===== src/uart_frame_pkg.sv =====
package uart_frame_pkg;

  // --------------------
  // serial frame format
  // --------------------

  // one start bit, 7 or 8 data bits lsb first, optional parity, one stop bit

  localparam int DATA_W = 8;      // widest data field, also the byte register width

  // the receiver runs off a strobe at 16x the bit rate
  localparam int OVERSAMPLE = 16; // baud ticks per bit time

  // a falling edge must stay low this many ticks to count as a start bit,
  // which also puts the sample phase near the middle of each later bit
  localparam int MID_START = 8;   // ticks from start-bit edge to its middle

  // --------------------
  // line levels
  // --------------------

  // idle and stop are mark (high), start is space (low)
  localparam logic LINE_IDLE  = 1'b1;
  localparam logic LINE_START = 1'b0;

endpackage


===== src/uart_rx_pkg.sv =====
package uart_rx_pkg;

  import uart_frame_pkg::*;

  // --------------------
  // counter widths
  // --------------------

  localparam int TICK_W    = $clog2(OVERSAMPLE); // counts ticks within a bit
  localparam int BIT_CNT_W = 4;                  // up to 9 bits incl. parity

  // --------------------
  // sample timing
  // --------------------

  // last tick of a bit period, i.e. one full bit after the start-bit middle
  localparam logic [TICK_W-1:0] SAMPLE_POINT = TICK_W'(OVERSAMPLE - 1);

  // give up waiting for a high line after the stop bit at this count
  localparam logic [TICK_W-1:0] WAIT_LIMIT = TICK_W'(6);

  localparam int SHIFT_W = DATA_W + 1; // data plus parity bit

  // --------------------
  // frame fsm states
  // --------------------

  typedef enum logic [1:0] {
    ST_IDLE, // hunting for a start bit
    ST_DATA, // clocking data and parity bits in
    ST_STOP, // checking the stop bit
    ST_WAIT  // waiting for the line to return high
  } rx_state_t;

endpackage


===== src/rx_filter.sv =====
module rx_filter (
  input  logic clk,
  input  logic aresetn,
  input  logic baud_tick, // 16x bit-rate strobe
  input  logic rx,        // raw serial line
  output logic rx_filtered
);

  logic [2:0] samples_q; // [2] newest, [0] oldest

  // --------------------
  // sample history
  // --------------------

  always_ff @(posedge clk or negedge aresetn)
  begin
    if (!aresetn)
    begin
      samples_q <= 3'b111; // line idles high
    end
    else if (baud_tick)
    begin
      samples_q <= {rx, samples_q[2:1]}; // shift towards bit 0
    end
  end

  // 2 of 3 vote, a single low or high tick is swallowed
  assign rx_filtered = (samples_q[0] & samples_q[1]) |
                       (samples_q[1] & samples_q[2]) |
                       (samples_q[0] & samples_q[2]);

endmodule


===== src/rx_frame_fsm.sv =====
module rx_frame_fsm
  import uart_frame_pkg::*;
  import uart_rx_pkg::*;
(
  input  logic clk,
  input  logic aresetn,
  input  logic baud_tick,
  input  logic rx_filtered,
  input  logic bit8,        // 1 = 8 data bits, 0 = 7
  input  logic parity_en,
  output logic frame_start, // idle -> data
  output logic sample_stb,  // every data and parity bit
  output logic parity_stb,  // parity bit only
  output logic byte_done,   // last bit taken
  output logic stop_bad     // stop bit sampled low
);

  rx_state_t              state_q;
  logic [TICK_W-1:0]      tick_cnt_q; // ticks within current bit
  logic [BIT_CNT_W-1:0]   bit_cnt_q;  // bits sampled so far
  logic [BIT_CNT_W-1:0]   last_bit_q; // bit count that ends the data phase
  logic                   at_mid;
  logic                   at_sample;
  logic                   at_wait_lim;
  logic                   tick_clr;

  assign at_mid      = (tick_cnt_q == TICK_W'(MID_START));
  assign at_sample   = (tick_cnt_q == SAMPLE_POINT);
  assign at_wait_lim = (tick_cnt_q == WAIT_LIMIT);

  // idle restarts the count on a high line, so only a held low reaches the middle
  assign tick_clr = ((state_q == ST_IDLE) && (rx_filtered || at_mid)) ||
                    ((state_q == ST_WAIT) && at_wait_lim);

  // --------------------
  // strobes
  // --------------------

  assign frame_start = baud_tick && (state_q == ST_IDLE) && at_mid && !rx_filtered;
  assign byte_done   = baud_tick && (state_q == ST_DATA) && (bit_cnt_q == last_bit_q);
  assign sample_stb  = baud_tick && (state_q == ST_DATA) && at_sample &&
                       (bit_cnt_q != last_bit_q);
  assign parity_stb  = sample_stb && parity_en &&
                       (bit_cnt_q == last_bit_q - 1'b1); // final bit of the frame
  assign stop_bad    = baud_tick && (state_q == ST_STOP) && at_sample && !rx_filtered;

  // --------------------
  // counters
  // --------------------

  always_ff @(posedge clk or negedge aresetn)
  begin
    if (!aresetn)
    begin
      tick_cnt_q <= '0;
      bit_cnt_q  <= '0;
      last_bit_q <= BIT_CNT_W'(DATA_W); // 8N1
    end
    else
    begin
      if (baud_tick)
      begin
        if (tick_clr)
          tick_cnt_q <= '0;
        else
          tick_cnt_q <= tick_cnt_q + 1'b1; // wraps once per bit
      end
      if (frame_start)
      begin
        bit_cnt_q  <= '0;
        // 7..9 bits depending on data width and parity
        last_bit_q <= BIT_CNT_W'(DATA_W - 1) + BIT_CNT_W'(bit8) + BIT_CNT_W'(parity_en);
      end
      else if (sample_stb)
      begin
        bit_cnt_q <= bit_cnt_q + 1'b1;
      end
    end
  end

  // --------------------
  // frame state machine
  // --------------------

  always_ff @(posedge clk or negedge aresetn)
  begin
    if (!aresetn)
    begin
      state_q <= ST_IDLE;
    end
    else if (baud_tick)
    begin
      case (state_q)
        ST_IDLE:
          if (frame_start)
            state_q <= ST_DATA;
        ST_DATA:
          if (bit_cnt_q == last_bit_q)
            state_q <= ST_STOP; // one tick after the last sample
        ST_STOP:
          if (at_sample)
            state_q <= ST_WAIT;
        ST_WAIT:
          if (rx_filtered || at_wait_lim)
            state_q <= ST_IDLE; // line back high, or a break holding it low
        default:
          state_q <= ST_IDLE;
      endcase
    end
  end

endmodule


===== src/rx_data_path.sv =====
module rx_data_path
  import uart_frame_pkg::*;
  import uart_rx_pkg::*;
(
  input  logic              clk,
  input  logic              aresetn,
  input  logic              sample_stb,
  input  logic              parity_stb,
  input  logic              frame_start,
  input  logic              rx_filtered,
  input  logic              bit8,
  input  logic              parity_en,
  input  logic              odd,        // 1 = odd parity, 0 = even
  output logic [DATA_W-1:0] rx_data,
  output logic              parity_bad
);

  logic [SHIFT_W-1:0] shift_q; // data right-justified once the frame is in
  logic               par_q;   // running xor of the data bits

  // --------------------
  // shift register
  // --------------------

  // entry point set by the format so the lsb lands in bit 0
  always_ff @(posedge clk)
  begin
    if (frame_start)
    begin
      shift_q <= '0;
    end
    else if (sample_stb)
    begin
      case ({bit8, parity_en})
        2'b00:   shift_q <= {2'b00, rx_filtered, shift_q[6:1]}; // 7 bits
        2'b11:   shift_q <= {rx_filtered, shift_q[8:1]};        // 9 bits
        default: shift_q <= {1'b0, rx_filtered, shift_q[7:1]};  // 8 bits
      endcase
    end
  end

  // in 7-bit mode bit 7 is empty or holds the parity bit
  assign rx_data = {bit8 & shift_q[7], shift_q[6:0]};

  // --------------------
  // parity check
  // --------------------

  always_ff @(posedge clk or negedge aresetn)
  begin
    if (!aresetn)
      par_q <= 1'b0;
    else if (frame_start)
      par_q <= 1'b0;
    else if (sample_stb && !parity_stb)
      par_q <= par_q ^ rx_filtered; // parity bit itself stays out
  end

  // even parity wants data ^ parity == 0, odd wants 1
  assign parity_bad = parity_stb && (par_q ^ rx_filtered ^ odd);

endmodule


===== src/rx_ctrl_regs.sv =====
module rx_ctrl_regs
  import uart_frame_pkg::*;
(
  input  logic              clk,
  input  logic              aresetn,
  input  logic              cfg_wr,        // load format, only between frames
  input  logic              cfg_bit8,
  input  logic              cfg_parity_en,
  input  logic              cfg_odd,
  input  logic              byte_done,
  input  logic [DATA_W-1:0] rx_data,
  input  logic              parity_bad,
  input  logic              stop_bad,
  input  logic              read_rx_byte,
  input  logic              clear_parity,
  input  logic              clear_framing_error,
  output logic              bit8,
  output logic              parity_en,
  output logic              odd,
  output logic [DATA_W-1:0] rx_byte,
  output logic              receive_full,
  output logic              overflow,
  output logic              parity_err,
  output logic              framing_error
);

  // --------------------
  // format register
  // --------------------

  always_ff @(posedge clk or negedge aresetn)
  begin
    if (!aresetn)
    begin
      bit8      <= 1'b1; // 8N1 out of reset
      parity_en <= 1'b0;
      odd       <= 1'b0;
    end
    else if (cfg_wr)
    begin
      bit8      <= cfg_bit8;
      parity_en <= cfg_parity_en;
      odd       <= cfg_odd;
    end
  end

  // --------------------
  // holding register
  // --------------------

  always_ff @(posedge clk or negedge aresetn)
  begin
    if (!aresetn)
    begin
      rx_byte      <= '0;
      receive_full <= 1'b0;
      overflow     <= 1'b0;
    end
    else
    begin
      if (byte_done && !receive_full)
        rx_byte <= rx_data; // a byte arriving while full is dropped
      if (read_rx_byte)
      begin
        receive_full <= 1'b0; // read beats a new byte
        overflow     <= 1'b0;
      end
      else if (byte_done)
      begin
        receive_full <= 1'b1;
        overflow     <= overflow | receive_full;
      end
    end
  end

  // --------------------
  // sticky error flags
  // --------------------

  always_ff @(posedge clk or negedge aresetn)
  begin
    if (!aresetn)
    begin
      parity_err    <= 1'b0;
      framing_error <= 1'b0;
    end
    else
    begin
      if (clear_parity)
        parity_err <= 1'b0;
      else if (parity_bad)
        parity_err <= 1'b1;
      // a new framing error outranks the clear
      if (stop_bad)
        framing_error <= 1'b1;
      else if (clear_framing_error)
        framing_error <= 1'b0;
    end
  end

endmodule


===== src/uart_rx_top.sv =====
module uart_rx_top
  import uart_frame_pkg::*;
(
  input  logic              clk,
  input  logic              aresetn,
  input  logic              baud_tick,
  input  logic              rx,
  input  logic              cfg_wr,
  input  logic              cfg_bit8,
  input  logic              cfg_parity_en,
  input  logic              cfg_odd,
  input  logic              read_rx_byte,
  input  logic              clear_parity,
  input  logic              clear_framing_error,
  output logic [DATA_W-1:0] rx_byte,
  output logic              receive_full,
  output logic              overflow,
  output logic              parity_err,
  output logic              framing_error
);

  logic              rx_filtered;
  logic              bit8;
  logic              parity_en;
  logic              odd;
  logic              frame_start;
  logic              sample_stb;
  logic              parity_stb;
  logic              byte_done;
  logic              stop_bad;
  logic [DATA_W-1:0] rx_data;
  logic              parity_bad;

  // --------------------
  // receive chain
  // --------------------

  rx_filter i_rx_filter (
    .clk         (clk),
    .aresetn     (aresetn),
    .baud_tick   (baud_tick),
    .rx          (rx),
    .rx_filtered (rx_filtered)
  );

  rx_frame_fsm i_rx_frame_fsm (
    .clk         (clk),
    .aresetn     (aresetn),
    .baud_tick   (baud_tick),
    .rx_filtered (rx_filtered),
    .bit8        (bit8),
    .parity_en   (parity_en),
    .frame_start (frame_start),
    .sample_stb  (sample_stb),
    .parity_stb  (parity_stb),
    .byte_done   (byte_done),
    .stop_bad    (stop_bad)
  );

  rx_data_path i_rx_data_path (
    .clk         (clk),
    .aresetn     (aresetn),
    .sample_stb  (sample_stb),
    .parity_stb  (parity_stb),
    .frame_start (frame_start),
    .rx_filtered (rx_filtered),
    .bit8        (bit8),
    .parity_en   (parity_en),
    .odd         (odd),
    .rx_data     (rx_data),
    .parity_bad  (parity_bad)
  );

  // --------------------
  // registers and flags
  // --------------------

  rx_ctrl_regs i_rx_ctrl_regs (
    .clk                 (clk),
    .aresetn             (aresetn),
    .cfg_wr              (cfg_wr),
    .cfg_bit8            (cfg_bit8),
    .cfg_parity_en       (cfg_parity_en),
    .cfg_odd             (cfg_odd),
    .byte_done           (byte_done),
    .rx_data             (rx_data),
    .parity_bad          (parity_bad),
    .stop_bad            (stop_bad),
    .read_rx_byte        (read_rx_byte),
    .clear_parity        (clear_parity),
    .clear_framing_error (clear_framing_error),
    .bit8                (bit8),
    .parity_en           (parity_en),
    .odd                 (odd),
    .rx_byte             (rx_byte),
    .receive_full        (receive_full),
    .overflow            (overflow),
    .parity_err          (parity_err),
    .framing_error       (framing_error)
  );

endmodule


===== config.mk =====
export PLATFORM = sky130hd
export DESIGN_NAME = uart_rx_top
export DESIGN_NICKNAME = d
export VERILOG_FILES = /design/src/uart_frame_pkg.sv /design/src/uart_rx_pkg.sv /design/src/rx_filter.sv /design/src/rx_frame_fsm.sv /design/src/rx_data_path.sv /design/src/rx_ctrl_regs.sv /design/src/uart_rx_top.sv
export SDC_FILE = /design/constraint.sdc
export NUM_CORES = 1
export LEC_CHECK = 0
export BUFFER_PORTS_ARGS = -buffer_cell sky130_fd_sc_hd__buf_2
export CORE_ASPECT_RATIO = 1.2
export CORE_MARGIN = 4
export CORE_UTILIZATION = 58
export DETAILED_ROUTE_END_ITERATION = 16
export MAX_ROUTING_LAYER = met4
export PLACE_DENSITY = 0.8
export SKIP_CTS_REPAIR_TIMING = 1
export SLEW_MARGIN = 20
export SYNTH_ARGS = -nofsm -noshare
export SYNTH_HDL_FRONTEND = slang
export SYNTH_SLANG_ARGS = --single-unit

===== constraint.sdc =====
create_clock -name clk -period 4.35 [get_ports clk]
set_input_delay 0.87 -clock clk [delete_from_list [all_inputs] [get_ports clk]]
set_output_delay 0.87 -clock clk [all_outputs]
set_load 0.005 [all_outputs]

==> run metrics <==
met1 Usage GRT 22.52%; Ant. Diodes 0; Period minus WS final 2263 ps; Max Fclk 441.8 MHz; top_reg_cell synth dfrtp_1; Sink Count 41; Slowest cell on crit path or4_1; Yosys warnings 0; dpl ws 1973 ps; number of synthesized register bits 41; CP startpoint kind flop; Tcrit/Tclk final 52.03%; per-cell routed wire length 13.63 um; Core ar. 3338 sq um; RSZ-0062 raised after global routing no; Post-layout nets 247; CP peak stage delay 620 ps; fillers 262; critical path fanouts, max 13; post-layout util 67.50%; worst vdd ir 0.0004439 V; DR vias 1456; Crit. End Element flop; Lkg Pwr 1.079 nW; initial antenna violation count 0; Die Span X 61.88 um; Avg Inst Size Synth 10.10 sq um; die span in y 72.66 um; worst min path class reg -> reg; synthesized net count 225; grt met2 use 30.27%; RD Place Congestion 0.8326; synthesized cell area 2021 sq um; post-DP HPWL 2580 um; Rel. slew slack 52.51%; Fin. Hold Viols 0; Reg clk slew, reported paths 80 ps; CTS root buffer clkbuf_8; Max Cap Viol 0; clk buf depth 2; worst path required time 4570 ps; Worst Setup EP i_rx_frame_fsm.bit_cnt_q[3]; CTS tree yes; gr busiest metal met2; critical path arrival 2490 ps; overflow left after global routing 0; Worst Tran Pin Value 712.4 ps; crit path cell chain xor2_1 > a211o_1 > nand4_1 > or4_1 > o21ai_0; Max Slew Vio Count 0; vias in the first global route 1419; Reg-to-Reg End i_rx_frame_fsm.bit_cnt_q[3]; Final Skew 7.674 ps; Starting DRT DRC Count 56; DRC errors left 0; H-Tree Depth 2; Antenna Nets Post-Route 0; run status finished, final reports clean; TNS Setup 0 ps; Hold WS 460.7 ps; fin area 2253 sq um; WL final 3545 um; EDFF count, synth 0; number of library cell types mapped by synthesis 40; Setup Viol. Count Final 0; GRT Util Overall 18.98%; pwr/cell area 535.2 nW/um^2; Die ar. 4496 sq um; DR vias/cell 5.600; Initial Utilization 60.53%; largest net degree at the start of global routing 33; sequential fraction of the synthesis area 48.85%; layout cells sized above 1 21.52%; input/output buffers 22; first-pass GRT wire length 6189 um; met3 GRT Util 5.310%; Final WS setup 2087 ps; std cell rows 23; Post-DP Area 2133 sq um; async set-reset flop share out of synthesis 78.05%; crit path kind reg -> reg; io pins 23; reg2reg setup slack 2090 ps; cell depth of the worst flop-to-flop path 5; crit path from i_rx_frame_fsm.last_bit_q[3]; CTS Buf Count 5; Synth Instances 200; Clock Latency Late Sink 300 ps; Area growth syn-to-layout 11.52%; drt first pass iters 4; origin of the critical flop-to-flop path i_rx_frame_fsm.last_bit_q[3]
-- metrics by stage --
step,power [mW],instances
6_report,1.206,260
4_1_cts,1.213,260
3_5_place_dp,0.8938,252
2_1_floorplan,0.8059,200
5_1_grt,1.292,260
3_3_place_gp,0.8813,252
-- layout make-up --
class | instances | area, sq um | area share, %
clock buffer | 6 | 82.58 | 3.665
clock inverter | 2 | 37.54 | 1.666
inverter | 13 | 48.80 | 2.165
multi-input combinational | 139 | 940.9 | 41.75
sequential | 41 | 987.2 | 43.81
tap | 37 | 46.29 | 2.054
timing repair buffer | 22 | 110.1 | 4.886
-- per-layer routing --
| metal | up-vias | routed length (um) |
|---|---|---|
| li1 | 725 | - |
| met4 | 0 | 59 |
| met2 | 10 | 1851 |
| met5 | - | 0 |
| met3 | 9 | 106 |
| met1 | 712 | 1528 |
-- cell usage after synthesis, types with 2 or more instances --
library cell  instances  area share, %
nor2_1               13            2.4
a31oi_1               2           0.62
dfrtp_1              27             33
and3b_1               2           0.87
buf_6                 2            1.1
nor3_1                2           0.50
xor2_1                5            2.2
and3_1                2           0.62
dfstp_2               5            6.5
mux2i_1               2           0.99
ha_1                 14            8.7
clkbuf_1              3           0.56
o21ai_0              12            3.0
nand2_1              29            5.4
dfxtp_1               9            8.9
a21oi_1              10            2.5
o22ai_1               3           0.93
nand4_1               3           0.93
nand3_1               8            2.0
buf_2                 2           0.50
mux2_2               12            6.7
xnor2_1               3            1.3
inv_1                13            2.4
-- cell usage in the layout (no fill, tap or decap), types with 3 or more instances in the layout --
cell type	Yosys	layout
a21oi_1	10	10
buf_2	2	22
clkbuf_8	0	6
dfrtp_1	27	27
dfstp_2	5	5
dfxtp_1	9	9
ha_1	14	14
inv_1	13	13
mux2_2	12	12
nand2_1	29	29
nand3_1	8	8
nand4_1	3	3
nor2_1	13	13
o21ai_0	12	12
o22ai_1	3	3
xnor2_1	3	3
xor2_1	5	5
-- state kept, by name, indices dropped and copies added, names as in the netlist --
name,cells
i_rx_ctrl_regs.receive_full,1
i_rx_ctrl_regs.parity_err,1
i_rx_frame_fsm.tick_cnt_q,4
i_rx_filter.samples_q,3
i_rx_data_path.par_q,1
i_rx_frame_fsm.bit_cnt_q,4
i_rx_ctrl_regs.parity_en,1
i_rx_data_path.shift_q,9
i_rx_frame_fsm.state_q,2
i_rx_ctrl_regs.framing_error,1
i_rx_ctrl_regs.bit8,1
i_rx_frame_fsm.last_bit_q,3
i_rx_ctrl_regs.overflow,1
i_rx_ctrl_regs.rx_byte,8
i_rx_ctrl_regs.odd,1
-- worst min-delay path by stage --
stage          depth (start not counted)                 startpoint                   endpoint
3_5_place_dp                           2  i_rx_data_path.shift_q[8]  i_rx_data_path.shift_q[8]
2_1_floorplan                          2  i_rx_data_path.shift_q[0]  i_rx_data_path.shift_q[0]
6_report                               2  i_rx_data_path.shift_q[8]  i_rx_data_path.shift_q[8]
3_3_place_gp                           2  i_rx_data_path.shift_q[8]  i_rx_data_path.shift_q[8]
5_1_grt                                2  i_rx_data_path.shift_q[8]  i_rx_data_path.shift_q[8]
4_1_cts                                2  i_rx_data_path.shift_q[8]  i_rx_data_path.shift_q[8]
-- worst max-delay path: cells and delay by family (launching register included) --
kind	cells	cell delay, ps
xor gates and xnor gates	1	200
AOI/OAI and AO/OA	2	350
and+or+nand+nor	2	1090
DFF	1	540
-- power by group --
part           leakage, nW  internal, mW  switching, mW  total (mW)
Combinational        0.548         0.156          0.179       0.334
Sequential           0.475         0.472         0.0790       0.551
Clock               0.0574         0.187          0.134       0.321
-- cell families (layout without fill, tap and decap cells) --
kind of cell	count (synthesis)	count (layout)	share of synthesized area (%)
flops	41	41	48.85
mux	14	14	7.678
xor+xnor	8	8	3.468
simple gates	68	68	16.29
fa+ha+maj	15	15	9.164
compound gates	34	34	9.970
buf+inv	20	43	4.582
Power figures use the tool's default switching activity.
